File: src/design/l2_cache_pkg.sv
package l2_cache_pkg;

	localparam int addr_w   = 32;	// byte address
	localparam int s_offset = 5;	// byte within line
	localparam int line_w   = 256;
	localparam int mask_w   = 32;	// one enable per byte

	typedef logic [addr_w-1:0] addr_t;
	typedef logic [line_w-1:0] line_t;
	typedef logic [mask_w-1:0] mask_t;

	// upstream request, held until resp
	typedef struct packed {
		addr_t address;
		logic  read;
		logic  write;
		line_t wdata;
		mask_t byte_enable;
	} cpu_req_t;

	typedef struct packed {
		logic  resp;
		line_t rdata;
	} cpu_rsp_t;

	typedef struct packed {
		addr_t address;
		logic  read;
		logic  write;
		line_t wdata;
	} mem_req_t;

	typedef enum logic [1:0] {zero, all_ones, byte_enable} wen_sel_e;
	typedef enum logic [1:0] {way0, way1, none} dout_sel_e;
	typedef enum logic [1:0] {fill_merged, cpu_data, fill} din_sel_e;
	typedef enum logic [1:0] {cpu_addr, tag0_addr, tag1_addr} maddr_sel_e;

	// controller to datapath, one bit per way where indexed
	typedef struct packed {
		logic            arr_read;
		logic [1:0]      tag_load;
		logic [1:0]      valid_load;
		logic [1:0]      valid_in;
		logic [1:0]      dirty_load;
		logic [1:0]      dirty_in;
		logic            lru_load;
		logic            lru_in;
		wen_sel_e [1:0]  wen_sel;
		din_sel_e [1:0]  din_sel;
		dout_sel_e       dout_sel;
		maddr_sel_e      maddr_sel;
	} ctrl_t;

	typedef struct packed {
		logic       hit;
		logic       hit_way;
		logic [1:0] valid;
		logic [1:0] dirty;
		logic       lru;	// names the way to replace next
	} status_t;

endpackage

File: src/design/l2_cache_control.sv
`timescale 1ns/1ps

module l2_cache_control (
	input  logic                   clk,
	input  logic                   rst_i,
	input  l2_cache_pkg::cpu_req_t cpu_req_i,
	input  l2_cache_pkg::status_t  status_i,
	input  logic                   mem_resp_i,
	output l2_cache_pkg::ctrl_t    ctrl_o,
	output logic                   cpu_resp_o,
	output logic                   mem_read_o,
	output logic                   mem_write_o
);
	import l2_cache_pkg::*;

	typedef enum logic [2:0] {
		st_idle,
		st_lookup,
		st_writeback,
		st_fill,
		st_respond
	} state_e;

	state_e state_q;
	state_e state_d;
	logic   req_valid;
	logic   victim;	// way chosen on a miss
	logic   victim_q;

	assign req_valid = cpu_req_i.read || cpu_req_i.write;

	// invalid way first, else the lru way
	always_comb begin
		if (!status_i.valid[0])
			victim = 1'b0;
		else if (!status_i.valid[1])
			victim = 1'b1;
		else
			victim = status_i.lru;
	end

	always_ff @(posedge clk) begin
		if (rst_i) begin
			state_q  <= st_idle;
			victim_q <= 1'b0;
		end else begin
			state_q <= state_d;
			if (state_q == st_lookup)
				victim_q <= victim;
		end
	end

	always_comb begin
		state_d          = state_q;
		ctrl_o           = '0;
		ctrl_o.dout_sel  = none;
		ctrl_o.maddr_sel = cpu_addr;
		cpu_resp_o       = 1'b0;
		mem_read_o       = 1'b0;
		mem_write_o      = 1'b0;

		unique case (state_q)
			st_idle: begin
				if (req_valid) begin
					ctrl_o.arr_read = 1'b1;	// latch set contents
					state_d         = st_lookup;
				end
			end

			st_lookup: begin
				if (status_i.hit) begin
					cpu_resp_o      = 1'b1;
					ctrl_o.dout_sel = status_i.hit_way ? way1 : way0;
					ctrl_o.lru_load = 1'b1;
					ctrl_o.lru_in   = ~status_i.hit_way;
					if (cpu_req_i.write) begin
						ctrl_o.wen_sel[status_i.hit_way]    = byte_enable;
						ctrl_o.din_sel[status_i.hit_way]    = cpu_data;
						ctrl_o.dirty_load[status_i.hit_way] = 1'b1;
						ctrl_o.dirty_in[status_i.hit_way]   = 1'b1;
					end
					state_d = st_idle;
				end else if (status_i.valid[victim] && status_i.dirty[victim]) begin
					state_d = st_writeback;
				end else begin
					state_d = st_fill;
				end
			end

			st_writeback: begin
				mem_write_o      = 1'b1;
				ctrl_o.dout_sel  = victim_q ? way1 : way0;
				ctrl_o.maddr_sel = victim_q ? tag1_addr : tag0_addr;
				if (mem_resp_i)
					state_d = st_fill;
			end

			st_fill: begin
				mem_read_o = 1'b1;
				if (mem_resp_i) begin
					ctrl_o.wen_sel[victim_q]    = all_ones;
					ctrl_o.din_sel[victim_q]    = cpu_req_i.write ? fill_merged : fill;
					ctrl_o.tag_load[victim_q]   = 1'b1;
					ctrl_o.valid_load[victim_q] = 1'b1;
					ctrl_o.valid_in[victim_q]   = 1'b1;
					ctrl_o.dirty_load[victim_q] = 1'b1;
					ctrl_o.dirty_in[victim_q]   = cpu_req_i.write;	// write miss leaves line dirty
					state_d                     = st_respond;
				end
			end

			st_respond: begin
				cpu_resp_o      = 1'b1;
				ctrl_o.dout_sel = victim_q ? way1 : way0;	// read port holds the fill
				ctrl_o.lru_load = 1'b1;
				ctrl_o.lru_in   = ~victim_q;
				state_d         = st_idle;
			end

			default: state_d = st_idle;
		endcase
	end

endmodule

File: config.mk
export PLATFORM = sky130hd
export DESIGN_NAME = l2_cache_control
export DESIGN_NICKNAME = d
export VERILOG_FILES = /design/src/design/l2_cache_pkg.sv /design/src/design/l2_cache_control.sv
export SDC_FILE = /design/constraint.sdc
export NUM_CORES = 1
export LEC_CHECK = 0
export BUFFER_PORTS_ARGS = -buffer_cell sky130_fd_sc_hd__buf_2
export CAP_MARGIN = 5
export CORE_AREA = 2 2 138 140
export DETAILED_ROUTE_END_ITERATION = 6
export DIE_AREA = 0 0 140 142
export HOLD_SLACK_MARGIN = 0.08
export SLEW_MARGIN = 20
export SYNTH_ARGS = -nofsm -noshare
export SYNTH_HDL_FRONTEND = slang
export SYNTH_SLANG_ARGS = --single-unit
File: constraint.sdc
create_clock -name clk -period 2.5 [get_ports clk]
set_input_delay 0.375 -clock clk [delete_from_list [all_inputs] [get_ports clk]]
set_output_delay 0.375 -clock clk [all_outputs]
set_load 0.1 [all_outputs]
# ---- Word-level counts from Yosys, hierarchy flattened
# Index checks and enable logic that the tools add are counted.
dict set report classes {
  n_eq_ne 7
  reduce_logical 7
  magnitude_cmp 5
  mux 41
  n_bitwise 4
}
# op n
set op_table {}
lappend op_table {{$mux 1} 16}
lappend op_table {{$mux 16} 1}
lappend op_table {{$pmux 8 s2} 1}
lappend op_table {{$mux 3} 4}
lappend op_table {{$pmux 3 s4} 1}
lappend op_table {{$mux 10} 1}
lappend op_table {{$mux 2} 5}
lappend op_table {{$mux 8} 1}
lappend op_table {{$pmux 2 s2} 2}
lappend op_table {{$pmux 4 s2} 1}
lappend op_table {{$mux 7} 1}
lappend op_table {{$eq 3x2->1 const B} 2}
lappend op_table {{$lt 1x2->1 const B} 3}
lappend op_table {{$mux 6} 1}
lappend op_table {{$ne 2x2->1 const B} 3}
lappend op_table {{$and 4x4->4} 1}
lappend op_table {{$demux 2 s1} 2}
lappend op_table {{$mux 4} 1}
lappend op_table {{$eq 3x1->1 const B} 1}
lappend op_table {{$eq 3x3->1 const B} 1}
lappend op_table {{$logic_and 1x1->1} 3}
lappend op_table {{$logic_not 3->1} 1}
lappend op_table {{$reduce_and 3->1} 1}
lappend op_table {{$and 2x2->2} 1}
lappend op_table {{other kinds (6)} 9}
dict set report totals {
  input_bits 332
  elab_cells 66
  output_inout_bits 28
  reg_bits 4
}

# ---- Depth between registers and ports, before layout
dict set report logic_depth {
  word_depth 8
  mapped_depth 5
  ltp_nobuf 3
}

# ---- Worst setup path before layout
# Ideal clock, no wire load.
dict set report synth_path {
  kind {register to output}
  startpoint {register state_q[1]}
  endpoint {output port ctrl_o[0] in the netlist's numbering}
  path_stages_with_launch 4
  required_time_ns 2.125
  setup_slack_ns -1.359
  n_path_buf 0
  t_arrival_ns 3.484
  path_cell_list {dfxtp_1 nor2b_1 nor2b_1 nor2b_1}
}
# element line_no
set synth_rtl {}
lappend synth_rtl {{start: declaration} l2_cache_control.sv:24} ;# state_e state_q;
lappend synth_rtl {{start signal: assignment} l2_cache_control.sv:44} ;# state_q <= st_idle;
lappend synth_rtl {{start signal: assignment} l2_cache_control.sv:47} ;# state_q <= state_d;
lappend synth_rtl {{end: declaration} l2_cache_control.sv:9} ;# output l2_cache_pkg::ctrl_t ctrl_o,

==> flow_metrics.py <==
metrics = {
    "floorplanning": {
        "ios": 360,
        "die_area_um2": 19900,
        "die_h_um": 142,
        "core_area_um2": 18500,
        "die_w_um": 140,
        "fp-row-count": 50,
        "initial_utilization": 0.0267,
    },
    "route": {
        "totalWireLength_um": 2370,
        "vias": 654,
        "firstDrtPassIters": 6,
        "ant_nets": 0,
        "wl_per_cell_um": 6.94,
        "drc": 1,
        "drt_iter0_markers": 21,
        "viasPerCell": 1.92,
    },
    "worst_setup_path": {
        "worstPathArrival_ns": 1.88,
        "critPathSlowestCell": "dfxtp_1",
        "worstSetupPathType": "register to primary output",
        "critPathRequiredTime_ns": 2.12,
        "worstPathCellList": "nand3b_2 > or3b_4 > inv_1 > buf_2",
        "endpoint_kind": "primary output",
        "worst_setup_path_start_kind": "register",
        "crit_family": "simple AND/OR/NAND/NOR gates",
        "crit_fanout": 8,
        "cp_num_buf_inv": 2,
        "cpPeakStageDelay_ns": 0.51,
    },
    "cells_and_area": {
        "diodes": 0,
        "nNetsFinal": 441,
        "layout-drive-gt1-share": 0.561,
        "area_delta_synth_final_pct": 143,
    },
    "sta": {
        "setup_violations": 0,
        "fin_crit_ns": 2.26,
        "tightestPinTransition_ns": 0.502,
        "whs_ns": 0.388,
        "clock_skew_ns": 0.00344,
        "rsz0062_at_grt": "false",
        "fin_ws_ns": 0.245,
        "slew_viol_final": 0,
        "clock.fmax_mhz": 443,
        "max_slew_margin": 0.668,
        "fin_crit_sh": 0.902,
        "hold_viol_final": 0,
    },
    "synth": {
        "synth_cell_types": 32,
        "async_flop_share": 0,
        "synth_enable_flop_cells": 0,
        "synth_nets": 404,
        "synthFlopType": "dfxtp_1",
        "yosys-top-cells-area": "dfxtp_1 (16%), buf_4 (12%), nor2b_1 (6.3%)",
        "synth_top_cell_by_area": "dfxtp_1",
        "synthesis.area_um2": 493,
        "synthCells": 72,
        "avgSynthCellArea_um2": 6.85,
        "ys_warn_count": 0,
        "ys_ff_latch": 4,
        "netlist.area_leader.share": 0.162,
        "synth_common_cells": "buf_4 (8), nor2_1 (8), nand2_1 (6)",
        "synth_seq_area_share": 0.162,
    },
    "clock_network": {
        "cts_setup_buffers": 0,
        "numCtsBuffers": 3,
        "cts_root_buf": "clkbuf_16",
        "cts_tree": "done",
        "clock-sinks": 4,
        "post_cts_resized": 0,
        "cts-hold-fix-buffers": 0,
        "clk_path_buf_depth": 2,
        "clk_pin_slew_ns": 0.03,
        "htree_levels": 1,
        "clk_latency_ns": 0.23,
    },
    "min_path": {
        "hold_class": "input port to register",
    },
    "power": {
        "intPower_uw": 335,
        "swShare": 0.433,
        "total_power_uw": 592,
        "comb_power_share": 0.441,
        "p_switching_uw": 256,
        "seq_power_share": 0.132,
        "vdd_ir_drop_max_mv": 0.216,
        "clkPwrFrac": 0.427,
        "p_per_area_nw_per_um2": 493,
        "power_leakage_nw": 0.464,
    },
    "status": {
        "status": "complete, but fails checks",
        "violations": "DRC",
    },
    "global_routing": {
        "grt_pass1_wl_um": 3460,
        "grt_pass1_vias": 617,
        "grt_max_degree": 15,
        "grt_antenna_before_repair": 1,
        "grt_overflow": 0,
        "grt_use_total": 0.0251,
    },
    "run": {
        "max-cap-violations": 0,
    },
    "placement": {
        "gp_congestion": 0.702,
        "dp_hpwl_um": 2030,
        "pre_cts_slack_ns": 0.455,
        "portBuffers": 39,
    },
}
==> worst reg2reg max path, delay by kind of cell (launching register included) <==
kind / cells / cell delay (ns)
buffers and inverters: 1 / 0.23
AO/OA/AOI/OAI: 2 / 0.32
flip-flops: 1 / 0.51
AND/OR/NAND/NOR: 1 / 0.13
==> power groups by stage <==
stage | logic [mW] | clock network (mW) | registers, mW
after CTS | 0.263 | 0.257 | 0.0781
after floorplan | 0.209 | 0 | 0.0768
after global placement | 0.262 | 0 | 0.0787
final | 0.261 | 0.252 | 0.0781
after global routing | 0.273 | 0.259 | 0.0792
after detailed placement | 0.262 | 0 | 0.0789
==> flip-flops by register name, indices dropped and copies added, names as in the netlist <==
register / count
victim_q: 1
state_q: 3
==> layer usage <==
| metal | part of all wire | global-route usage | wire length (um) | vias up |
|---|---|---|---|---|
| met4 | 0.030 | 0.0191 | 72 | 0 |
| met2 | 0.43 | 0.0360 | 1010 | 38 |
| met3 | 0.099 | 0.0114 | 235 | 4 |
| met1 | 0.44 | 0.0291 | 1050 | 297 |
| met5 | 0 | 0 | 0 | - |
| li1 | - | - | - | 315 |
==> cells by family (layout without fill, tap and decap cells) <==
family / after synthesis / after routing / synth area share
flip-flops: 4 / 4 / 0.162
multiplexers: 1 / 1 / 0.0228
AO/OA/AOI/OAI: 15 / 15 / 0.218
buffers and inverters: 15 / 50 / 0.178
AND/OR/NAND/NOR: 37 / 37 / 0.419
==> placed cells by master, fill, tap and decap left out, types with 2 or more instances in the layout <==
| master | n |
|---|---|
| buf_2 | 29 |
| buf_12 | 10 |
| nand2_1 | 6 |
| inv_1 | 5 |
| nor2_2 | 5 |
| nand2b_1 | 4 |
| dfxtp_1 | 4 |
| nor2b_1 | 3 |
| nor2_1 | 3 |
| nor3_1 | 3 |
| clkbuf_16 | 3 |
| buf_4 | 3 |
| nand4_1 | 2 |
| o21ai_0 | 2 |
| o21ai_1 | 2 |
==> worst paths after layout <==
path         depth (start not counted)  startpoint  slack [ns]         end
min reg2reg                          2  state_q[0]        0.54  state_q[2]
min                                  2       rst_i        0.39  state_q[1]
max reg2reg                          4  state_q[1]        1.20  state_q[0]
max                                  4  state_q[1]        0.24   ctrl_o[8]
==> area by class of cell <==
class	instances	area, um2
Fill cell	2144	17300
Timing Repair Buffer	42	368
Multi-Input combinational cell	53	365
Tap cell	234	293
Sequential cell	4	80.1
Clock buffer	3	75.1
Inverter	5	18.8
==> metrics by stage <==
step	cell area (um2)	util	cells	setup TNS [ns]
3_5_place_dp	1120	0.0609	338	0
6_report	1200	0.0650	341	0
2_1_floorplan	533	-	72	-0.217
3_3_place_gp	1120	0.0609	338	0
5_1_grt	1200	0.0650	341	0
4_1_cts	1200	0.0650	341	0
Power figures use the tool's default switching activity.
